### config.mk
export PLATFORM = sky130hd
export DESIGN_NAME = irig_b_decoder_top
export DESIGN_NICKNAME = d
export VERILOG_FILES = /design/src/verilog/irig_sym_pkg.sv /design/src/verilog/irig_time_pkg.sv /design/src/verilog/irig_b_decoder_top.sv /design/src/verilog/irig_frame_execute.sv /design/src/verilog/irig_symbol_decode.sv /design/src/verilog/irig_time_result.sv
export VERILOG_INCLUDE_DIRS = /design/src /design/src/verilog
export SDC_FILE = /design/constraint.sdc
export NUM_CORES = 1
export LEC_CHECK = 0
export BUFFER_PORTS_ARGS = -buffer_cell sky130_fd_sc_hd__buf_2
export CORE_MARGIN = 3
export CORE_UTILIZATION = 40
export CTS_BUF_LIST = sky130_fd_sc_hd__clkbuf_4
export DETAILED_ROUTE_END_ITERATION = 16
export SLEW_MARGIN = 20
export SYNTH_ARGS = -nofsm -noshare
export SYNTH_HDL_FRONTEND = slang
export SYNTH_SLANG_ARGS = --single-unit
### constraint.sdc
create_clock -name clk_125mhz -period 3 [get_ports clk_125mhz]
set_input_delay 0.75 -clock clk_125mhz [delete_from_list [all_inputs] [get_ports clk_125mhz]]
set_output_delay 0.75 -clock clk_125mhz [all_outputs]
set_load 0.02 [all_outputs]
### src/verilog/irig_defines.svh
`ifndef IRIG_DEFINES_SVH
`define IRIG_DEFINES_SVH

// ~~~~~~~~~~~~~~~~~~~~~~~~~~~~~~~~~~~~~~~~~~~~~~~~~~
// element timing, in clk_125mhz cycles
// ~~~~~~~~~~~~~~~~~~~~~~~~~~~~~~~~~~~~~~~~~~~~~~~~~~
`define IRIG_ELEM_CLKS 100   // 1250000 for a real 10 ms element

// high-time class limits
`define IRIG_THR_01    35    // below: zero
`define IRIG_THR_1P    65    // below: one
`define IRIG_THR_MAX   95    // below: marker, else bad

// high-time counter width, wide enough for a full element at 125 MHz
`define IRIG_CNT_W     24

`endif

### src/verilog/irig_sym_pkg.sv
package irig_sym_pkg;

	// ~~~~~~~~~~~~~~~~~~~~~~~~~~~~~~~~~~~~~~~~~~~~~~~~~~
	// line element classes
	// ~~~~~~~~~~~~~~~~~~~~~~~~~~~~~~~~~~~~~~~~~~~~~~~~~~
	typedef enum logic [1:0] {
		sym_zero = 2'd0,   // short high time
		sym_one  = 2'd1,   // medium high time
		sym_mark = 2'd2,   // position marker
		sym_bad  = 2'd3    // too long, line fault
	} sym_e;

endpackage

### src/verilog/irig_time_pkg.sv
package irig_time_pkg;

	// ~~~~~~~~~~~~~~~~~~~~~~~~~~~~~~~~~~~~~~~~~~~~~~~~~~
	// BCD time fields, most significant digit first
	// ~~~~~~~~~~~~~~~~~~~~~~~~~~~~~~~~~~~~~~~~~~~~~~~~~~
	typedef struct packed {
		logic [2:0] tens;
		logic [3:0] units;
	} sec_bcd_t;

	typedef struct packed {
		logic [2:0] tens;
		logic [3:0] units;
	} min_bcd_t;

	typedef struct packed {
		logic [1:0] tens;
		logic [3:0] units;
	} hour_bcd_t;

	typedef struct packed {
		logic [1:0] hundreds;
		logic [3:0] tens;
		logic [3:0] units;
	} day_bcd_t;   // day of year

	typedef struct packed {
		logic [3:0] tens;
		logic [3:0] units;
	} year_bcd_t;  // two-digit year

endpackage

### src/verilog/irig_b_decoder_top.sv
`timescale 1ns/1ps

module irig_b_decoder_top (
	input  logic                      clk_125mhz,
	input  logic                      rst_n,
	input  logic                      irig_in,
	output logic                      tm_valid,
	input  logic                      tm_ready,
	output irig_time_pkg::sec_bcd_t   tm_sec,
	output irig_time_pkg::min_bcd_t   tm_min,
	output irig_time_pkg::hour_bcd_t  tm_hour,
	output irig_time_pkg::day_bcd_t   tm_day,
	output irig_time_pkg::year_bcd_t  tm_year,
	output logic                      frame_err,
	output logic                      overrun
);

	logic                     sym_valid;
	irig_sym_pkg::sym_e       sym;
	logic                     frame_done;
	logic                     frame_ok;
	irig_time_pkg::sec_bcd_t  sec;
	irig_time_pkg::min_bcd_t  min;
	irig_time_pkg::hour_bcd_t hour;
	irig_time_pkg::day_bcd_t  day;
	irig_time_pkg::year_bcd_t year;

	// ~~~~~~~~~~~~~~~~~~~~~~~~~~~~~~~~~~~~~~~~~~~~~~~~~~
	// line -> symbols -> frame -> record
	// ~~~~~~~~~~~~~~~~~~~~~~~~~~~~~~~~~~~~~~~~~~~~~~~~~~
	irig_symbol_decode u_symbol_decode (
		.clk_125mhz (clk_125mhz),
		.rst_n      (rst_n),
		.irig_in    (irig_in),
		.sym_valid  (sym_valid),
		.sym        (sym)
	);

	irig_frame_execute u_frame_execute (
		.clk_125mhz (clk_125mhz),
		.rst_n      (rst_n),
		.sym_valid  (sym_valid),
		.sym        (sym),
		.frame_done (frame_done),
		.frame_ok   (frame_ok),
		.sec        (sec),
		.min        (min),
		.hour       (hour),
		.day        (day),
		.year       (year)
	);

	irig_time_result u_time_result (
		.clk_125mhz (clk_125mhz),
		.rst_n      (rst_n),
		.frame_done (frame_done),
		.frame_ok   (frame_ok),
		.sec        (sec),
		.min        (min),
		.hour       (hour),
		.day        (day),
		.year       (year),
		.tm_valid   (tm_valid),
		.tm_ready   (tm_ready),
		.tm_sec     (tm_sec),
		.tm_min     (tm_min),
		.tm_hour    (tm_hour),
		.tm_day     (tm_day),
		.tm_year    (tm_year),
		.frame_err  (frame_err),
		.overrun    (overrun)
	);

endmodule

### src/verilog/irig_frame_execute.sv
`timescale 1ns/1ps

module irig_frame_execute (
	input  logic                      clk_125mhz,
	input  logic                      rst_n,
	input  logic                      sym_valid,
	input  irig_sym_pkg::sym_e        sym,
	output logic                      frame_done,
	output logic                      frame_ok,
	output irig_time_pkg::sec_bcd_t   sec,
	output irig_time_pkg::min_bcd_t   min,
	output irig_time_pkg::hour_bcd_t  hour,
	output irig_time_pkg::day_bcd_t   day,
	output irig_time_pkg::year_bcd_t  year
);

	logic       synced;
	logic       prev_mark;
	logic       ok_acc;
	logic [3:0] idx_tens;    // element index as two decimal digits
	logic [3:0] idx_units;
	logic       is_mark;
	logic       bit_in;
	logic       slot_mark;
	logic       last_elem;
	logic       elem_ok;
	logic       take;

	irig_time_pkg::sec_bcd_t  sec_c;
	irig_time_pkg::min_bcd_t  min_c;
	irig_time_pkg::hour_bcd_t hour_c;
	irig_time_pkg::day_bcd_t  day_c;
	irig_time_pkg::year_bcd_t year_c;

	assign is_mark   = (sym == irig_sym_pkg::sym_mark);
	assign bit_in    = (sym == irig_sym_pkg::sym_one);
	assign slot_mark = (idx_units == 4'd9);
	assign last_elem = slot_mark && (idx_tens == 4'd9);
	assign elem_ok   = (sym != irig_sym_pkg::sym_bad) && (is_mark == slot_mark);
	assign take      = sym_valid && synced;

	// ~~~~~~~~~~~~~~~~~~~~~~~~~~~~~~~~~~~~~~~~~~~~~~~~~~
	// frame sync and element index
	// ~~~~~~~~~~~~~~~~~~~~~~~~~~~~~~~~~~~~~~~~~~~~~~~~~~
	always_ff @(posedge clk_125mhz or negedge rst_n) begin
		if (!rst_n) begin
			synced     <= 1'b0;
			prev_mark  <= 1'b0;
			ok_acc     <= 1'b0;
			idx_tens   <= 4'd0;
			idx_units  <= 4'd0;
			frame_done <= 1'b0;
			frame_ok   <= 1'b0;
		end else begin
			frame_done <= 1'b0;
			if (sym_valid) begin
				prev_mark <= is_mark;   // element 99 doubles as first marker of next pair
				if (!synced) begin
					if (is_mark && prev_mark) begin
						synced    <= 1'b1;
						ok_acc    <= 1'b1;
						idx_tens  <= 4'd0;
						idx_units <= 4'd1;   // this marker is element 0
					end
				end else begin
					ok_acc <= ok_acc && elem_ok;
					if (last_elem) begin
						synced     <= 1'b0;
						frame_done <= 1'b1;
						frame_ok   <= ok_acc && elem_ok;
					end else if (slot_mark) begin
						idx_units <= 4'd0;
						idx_tens  <= idx_tens + 4'd1;
					end else begin
						idx_units <= idx_units + 4'd1;
					end
				end
			end
		end
	end

	// ~~~~~~~~~~~~~~~~~~~~~~~~~~~~~~~~~~~~~~~~~~~~~~~~~~
	// BCD collection, lsb first
	// ~~~~~~~~~~~~~~~~~~~~~~~~~~~~~~~~~~~~~~~~~~~~~~~~~~
	always_ff @(posedge clk_125mhz) begin
		if (take && !slot_mark) begin
			case (idx_tens)
				4'd0: begin
					if (idx_units inside {[4'd1:4'd4]})
						sec_c.units <= {bit_in, sec_c.units[3:1]};
					else if (idx_units inside {[4'd6:4'd8]})
						sec_c.tens <= {bit_in, sec_c.tens[2:1]};
				end
				4'd1: begin
					if (idx_units <= 4'd3)
						min_c.units <= {bit_in, min_c.units[3:1]};
					else if (idx_units inside {[4'd5:4'd7]})
						min_c.tens <= {bit_in, min_c.tens[2:1]};
				end
				4'd2: begin
					if (idx_units <= 4'd3)
						hour_c.units <= {bit_in, hour_c.units[3:1]};
					else if (idx_units inside {[4'd5:4'd6]})
						hour_c.tens <= {bit_in, hour_c.tens[1]};
				end
				4'd3: begin
					if (idx_units <= 4'd3)
						day_c.units <= {bit_in, day_c.units[3:1]};
					else if (idx_units inside {[4'd5:4'd8]})
						day_c.tens <= {bit_in, day_c.tens[3:1]};
				end
				4'd4: begin
					if (idx_units <= 4'd1)
						day_c.hundreds <= {bit_in, day_c.hundreds[1]};
				end
				4'd5: begin
					if (idx_units <= 4'd3)
						year_c.units <= {bit_in, year_c.units[3:1]};
					else if (idx_units inside {[4'd5:4'd8]})
						year_c.tens <= {bit_in, year_c.tens[3:1]};
				end
				default: ;   // control and binary seconds fields ignored
			endcase
		end
	end

	// outputs change only with frame_done
	always_ff @(posedge clk_125mhz or negedge rst_n) begin
		if (!rst_n) begin
			sec  <= '0;
			min  <= '0;
			hour <= '0;
			day  <= '0;
			year <= '0;
		end else if (take && last_elem) begin
			sec  <= sec_c;
			min  <= min_c;
			hour <= hour_c;
			day  <= day_c;
			year <= year_c;
		end
	end

endmodule

### src/verilog/irig_symbol_decode.sv
`timescale 1ns/1ps

`include "irig_defines.svh"

module irig_symbol_decode (
	input  logic                clk_125mhz,
	input  logic                rst_n,
	input  logic                irig_in,
	output logic                sym_valid,
	output irig_sym_pkg::sym_e  sym
);

	logic                   sync_1;
	logic                   sync_2;
	logic                   line_d;
	logic                   line_fall;
	logic [`IRIG_CNT_W-1:0] high_cnt;

	// ~~~~~~~~~~~~~~~~~~~~~~~~~~~~~~~~~~~~~~~~~~~~~~~~~~
	// synchronizer and falling edge
	// ~~~~~~~~~~~~~~~~~~~~~~~~~~~~~~~~~~~~~~~~~~~~~~~~~~
	always_ff @(posedge clk_125mhz or negedge rst_n) begin
		if (!rst_n) begin
			sync_1 <= 1'b0;
			sync_2 <= 1'b0;
			line_d <= 1'b0;
		end else begin
			sync_1 <= irig_in;
			sync_2 <= sync_1;
			line_d <= sync_2;   // previous synchronized level
		end
	end

	assign line_fall = line_d && !sync_2;

	// high time, saturates on a stuck-high line
	always_ff @(posedge clk_125mhz or negedge rst_n) begin
		if (!rst_n) begin
			high_cnt <= '0;
		end else if (!sync_2) begin
			high_cnt <= '0;
		end else if (high_cnt != '1) begin
			high_cnt <= high_cnt + `IRIG_CNT_W'(1);
		end
	end

	// ~~~~~~~~~~~~~~~~~~~~~~~~~~~~~~~~~~~~~~~~~~~~~~~~~~
	// classify on the falling edge
	// ~~~~~~~~~~~~~~~~~~~~~~~~~~~~~~~~~~~~~~~~~~~~~~~~~~
	always_ff @(posedge clk_125mhz or negedge rst_n) begin
		if (!rst_n) begin
			sym_valid <= 1'b0;
			sym       <= irig_sym_pkg::sym_zero;
		end else begin
			sym_valid <= line_fall;
			if (line_fall) begin
				if (high_cnt < `IRIG_CNT_W'(`IRIG_THR_01))
					sym <= irig_sym_pkg::sym_zero;
				else if (high_cnt < `IRIG_CNT_W'(`IRIG_THR_1P))
					sym <= irig_sym_pkg::sym_one;
				else if (high_cnt < `IRIG_CNT_W'(`IRIG_THR_MAX))
					sym <= irig_sym_pkg::sym_mark;
				else
					sym <= irig_sym_pkg::sym_bad;
			end
		end
	end

endmodule

### src/verilog/irig_time_result.sv
`timescale 1ns/1ps

module irig_time_result (
	input  logic                      clk_125mhz,
	input  logic                      rst_n,
	input  logic                      frame_done,
	input  logic                      frame_ok,
	input  irig_time_pkg::sec_bcd_t   sec,
	input  irig_time_pkg::min_bcd_t   min,
	input  irig_time_pkg::hour_bcd_t  hour,
	input  irig_time_pkg::day_bcd_t   day,
	input  irig_time_pkg::year_bcd_t  year,
	output logic                      tm_valid,
	input  logic                      tm_ready,
	output irig_time_pkg::sec_bcd_t   tm_sec,
	output irig_time_pkg::min_bcd_t   tm_min,
	output irig_time_pkg::hour_bcd_t  tm_hour,
	output irig_time_pkg::day_bcd_t   tm_day,
	output irig_time_pkg::year_bcd_t  tm_year,
	output logic                      frame_err,
	output logic                      overrun
);

	logic digits_ok;
	logic sec_ok;
	logic min_ok;
	logic hour_ok;
	logic day_ok;
	logic in_range;
	logic good;

	// ~~~~~~~~~~~~~~~~~~~~~~~~~~~~~~~~~~~~~~~~~~~~~~~~~~
	// calendar range check
	// ~~~~~~~~~~~~~~~~~~~~~~~~~~~~~~~~~~~~~~~~~~~~~~~~~~
	assign digits_ok = (sec.units <= 4'd9) && (min.units <= 4'd9) &&
		(hour.units <= 4'd9) && (day.units <= 4'd9) && (day.tens <= 4'd9) &&
		(year.units <= 4'd9) && (year.tens <= 4'd9);
	assign sec_ok  = (sec.tens <= 3'd5);   // 0..59
	assign min_ok  = (min.tens <= 3'd5);
	assign hour_ok = (hour.tens < 2'd2) || ((hour.tens == 2'd2) && (hour.units <= 4'd3));
	assign day_ok  = (day != '0) && ((day.hundreds < 2'd3) ||
		((day.hundreds == 2'd3) && ((day.tens < 4'd6) ||
		((day.tens == 4'd6) && (day.units <= 4'd6)))));   // 1..366

	assign in_range = digits_ok && sec_ok && min_ok && hour_ok && day_ok;
	assign good     = frame_done && frame_ok && in_range;

	// ~~~~~~~~~~~~~~~~~~~~~~~~~~~~~~~~~~~~~~~~~~~~~~~~~~
	// record hold and output handshake
	// ~~~~~~~~~~~~~~~~~~~~~~~~~~~~~~~~~~~~~~~~~~~~~~~~~~
	always_ff @(posedge clk_125mhz or negedge rst_n) begin
		if (!rst_n) begin
			tm_valid  <= 1'b0;
			frame_err <= 1'b0;
			overrun   <= 1'b0;
			tm_sec    <= '0;
			tm_min    <= '0;
			tm_hour   <= '0;
			tm_day    <= '0;
			tm_year   <= '0;
		end else begin
			frame_err <= frame_done && !(frame_ok && in_range);
			overrun   <= good && tm_valid && !tm_ready;   // held record lost
			if (good) begin
				tm_valid <= 1'b1;
				tm_sec   <= sec;
				tm_min   <= min;
				tm_hour  <= hour;
				tm_day   <= day;
				tm_year  <= year;
			end else if (tm_valid && tm_ready) begin
				tm_valid <= 1'b0;
			end
		end
	end

endmodule
==> results_dict.tcl <==
set metrics [dict create \
    status "complete, no violations" \
    cp.arrival_ns 2.84 \
    final_common_cell "dfrtp_1" \
    die_y_um 136 \
    fin_crit_ns 2.39 \
    path_class "register to register" \
    ios 45 \
    final_cell_mix "dfrtp_1 (122), mux2_2 (76), buf_2 (43)" \
    fmax_mhz 418 \
    syn2layout_area_growth_pct 10.7 \
    dieWidth_um 136 \
    fin_nets 555 \
    coreArea_um2 16200 \
    grt_pass1_vias 4110 \
    cts_tree "built" \
    synthArstFlopShare 0.763 \
    syn_nets 506 \
    synthCells 496 \
    synthFlopType "dfrtp_1" \
    antenna_found_initial 0 \
    clock-root-buffer "clkbuf_4" \
    fin_util 0.460 \
    insertion_delay_ns 0.57 \
    synth_top_area_frac 0.454 \
    worstMarginPinSlew_ns 0.935 \
    drtIter0Drc 365 \
    initial_utilization 0.416 \
    design_area_um2 7440 \
    syn_area_per_cell_um2 13.6 \
    n_antenna_cell 0 \
    ys_seq_area_frac 0.624 \
    cp-end-kind "register" \
    crit_fanout 27 \
    drive_gt1_frac 0.306 \
    yosysUniqueCellTypes 55 \
    start_kind "register" \
    ir_worst_vdd_mv 0.229 \
    drtPass1Iterations 4 \
    slew_viol_final 0 \
    synth_area_leaders "dfrtp_1 (45%), edfxtp_1 (17%), mux2_2 (13%)" \
    cts.path.max_buffers 2 \
    synth_area_um2 6720 \
    rsz0062_at_grt "no" \
    routed_wl_mm 12.1 \
    grt_max_degree 50 \
    globalRoute.totalOverflow 0 \
    period_share 0.797 \
    grt_pass1_wl_mm 20.9 \
    slew_headroom 0.376 \
    routed-via-count 4090 \
    via_per_inst 5.28 \
    ys_ff_latch 160 \
    gp_routability_congestion 0.837 \
    crit_required_ns 3.45 \
    rows 46 \
    max_cap_viol_count 0 \
    setup_violations 0 \
    cts_hold_buf 0 \
    numCtsBuffers 17 \
    finalClockSkew_ns 0.0326 \
    hp-class "input port to asynchronous set/reset pin" \
    clk_pin_slew_ns 0.17 \
    yosysWarningCount 0 \
    cts_max_level 4 \
    ctsResizeCount 0 \
    power_density_nw_per_um2 511 \
    grt_use_total 0.144 \
    ant_nets 0 \
    tns_ns 0 \
    finalHoldViolCount 0 \
    yosys.area.top_type "dfrtp_1" \
    die-area_um2 18400 \
    detailed_place.area_um2 7150 \
    power_leakage_nw 3.43 \
    route.detailed.drc 0 \
    io_buffers 44 \
    cts_sinks 160 \
    post_drt_wl_per_cell_um 15.7 \
    synth_edf_count 38 \
    cts_setup_buffers 0 \
    hpwl_mm 8.45 \
]
## final cells by class
| cell class | instances | area, µm² |
|---|---|---|
| clock inverter | 15 | 163 |
| sequential | 160 | 4190 |
| inverter | 10 | 37.5 |
| fill | 1450 | 8730 |
| timing repair buffer | 51 | 300 |
| tap | 216 | 270 |
| clock buffer | 17 | 128 |
| multi-input combinational | 305 | 2350 |
## metrics by stage
step | hold WS (ns) | total power [mW] | setup WS (ns) | cells
after global placement | 0.340 | 2.57 | 0.742 | 742
after floorplan | 0.331 | 2.50 | 1.01 | 496
final | 0.0835 | 3.80 | 0.610 | 774
after CTS | 0.0447 | 3.86 | 0.623 | 774
after detailed placement | 0.336 | 2.58 | 0.681 | 742
after global routing | 0.0477 | 3.99 | 0.492 | 774
## cells in the mapped netlist, drive strengths merged (2+ instances only)
| library cell | number |
|---|---|
| a2111oi | 3 |
| a211oi | 3 |
| a21o | 2 |
| a21oi | 9 |
| a31oi | 7 |
| and2 | 3 |
| and3 | 10 |
| and4 | 4 |
| and4bb | 2 |
| buf | 16 |
| clkbuf | 5 |
| dfrtp | 122 |
| edfxtp | 38 |
| ha | 6 |
| inv | 10 |
| mux2 | 77 |
| mux2i | 8 |
| nand2 | 29 |
| nand2b | 7 |
| nand3 | 24 |
| nand3b | 7 |
| nand4 | 4 |
| nor2 | 27 |
| nor2b | 5 |
| nor3 | 8 |
| nor4 | 6 |
| o21ai | 22 |
| o31ai | 2 |
| xnor2 | 11 |
| xor2 | 3 |
## path summary, 6_finish.rpt
kind                                                         to  slack [ns]  depth (start not counted)                                     start
setup / recovery             u_frame_execute.day[6]$_DFFE_PN0P_        0.61                          5  u_frame_execute.idx_units[2]$_DFFE_PN0P_
hold / removal             u_time_result.tm_year[0]$_DFFE_PN0P_        0.08                          1                                     rst_n
setup reg to reg             u_frame_execute.day[6]$_DFFE_PN0P_        0.61                          5  u_frame_execute.idx_units[2]$_DFFE_PN0P_
hold reg to reg                u_symbol_decode.sync_2$_DFF_PN0_        0.37                          0          u_symbol_decode.sync_1$_DFF_PN0_
max in group asynchronous  u_time_result.tm_hour[3]$_DFFE_PN0P_        2.18                          2                                     rst_n
min in group clk_125mhz        u_symbol_decode.sync_1$_DFF_PN0_        0.29                          1                                   irig_in
## where the power goes
part / internal, mW / switching, mW
clock network: 0.384 / 0.883
registers: 2.27 / 0.0671
logic: 0.0697 / 0.128
total: 2.72 / 1.08
## state kept, by name, indices dropped and copies added (netlist names), 2 cells and up
name,count
u_symbol_decode.high_cnt,24
u_frame_execute.day,10
u_frame_execute.day_c,10
u_time_result.tm_day,10
u_frame_execute.year,8
u_frame_execute.year_c,8
u_time_result.tm_year,8
u_frame_execute.min,7
u_frame_execute.min_c,7
u_frame_execute.sec,7
u_frame_execute.sec_c,7
u_time_result.tm_min,7
u_time_result.tm_sec,7
u_frame_execute.hour,6
u_frame_execute.hour_c,6
u_time_result.tm_hour,6
u_frame_execute.idx_tens,4
u_frame_execute.idx_units,4
u_symbol_decode.sym,2
## cell families after synthesis
family / share of synthesized area
multiplexers: 0.141
XOR/XNOR: 0.0182
buffers and inverters: 0.0283
flip-flops: 0.624
AO/OA/AOI/OAI: 0.0635
AND/OR/NAND/NOR: 0.114
adder cells (fa/ha/maj): 0.0112
## layer usage
layer / vias to the layer above / global-route usage / part of all wire
met4: 0 / 0.0498 / 0.015
met2: 83 / 0.220 / 0.47
met3: 19 / 0.0375 / 0.039
met1: 2071 / 0.201 / 0.48
li1: 1917 / - / -
met5: - / 0 / 0
## critical path, cell delays in order, from the launching register on
cell and delay, ns:
dfrtp_1 0.50, and4bb_1 0.43, and4b_1 0.26, nor2b_4 0.46, buf_12 0.25, mux2_2 0.34
No activity file was read; power rests on OpenSTA's default activity.
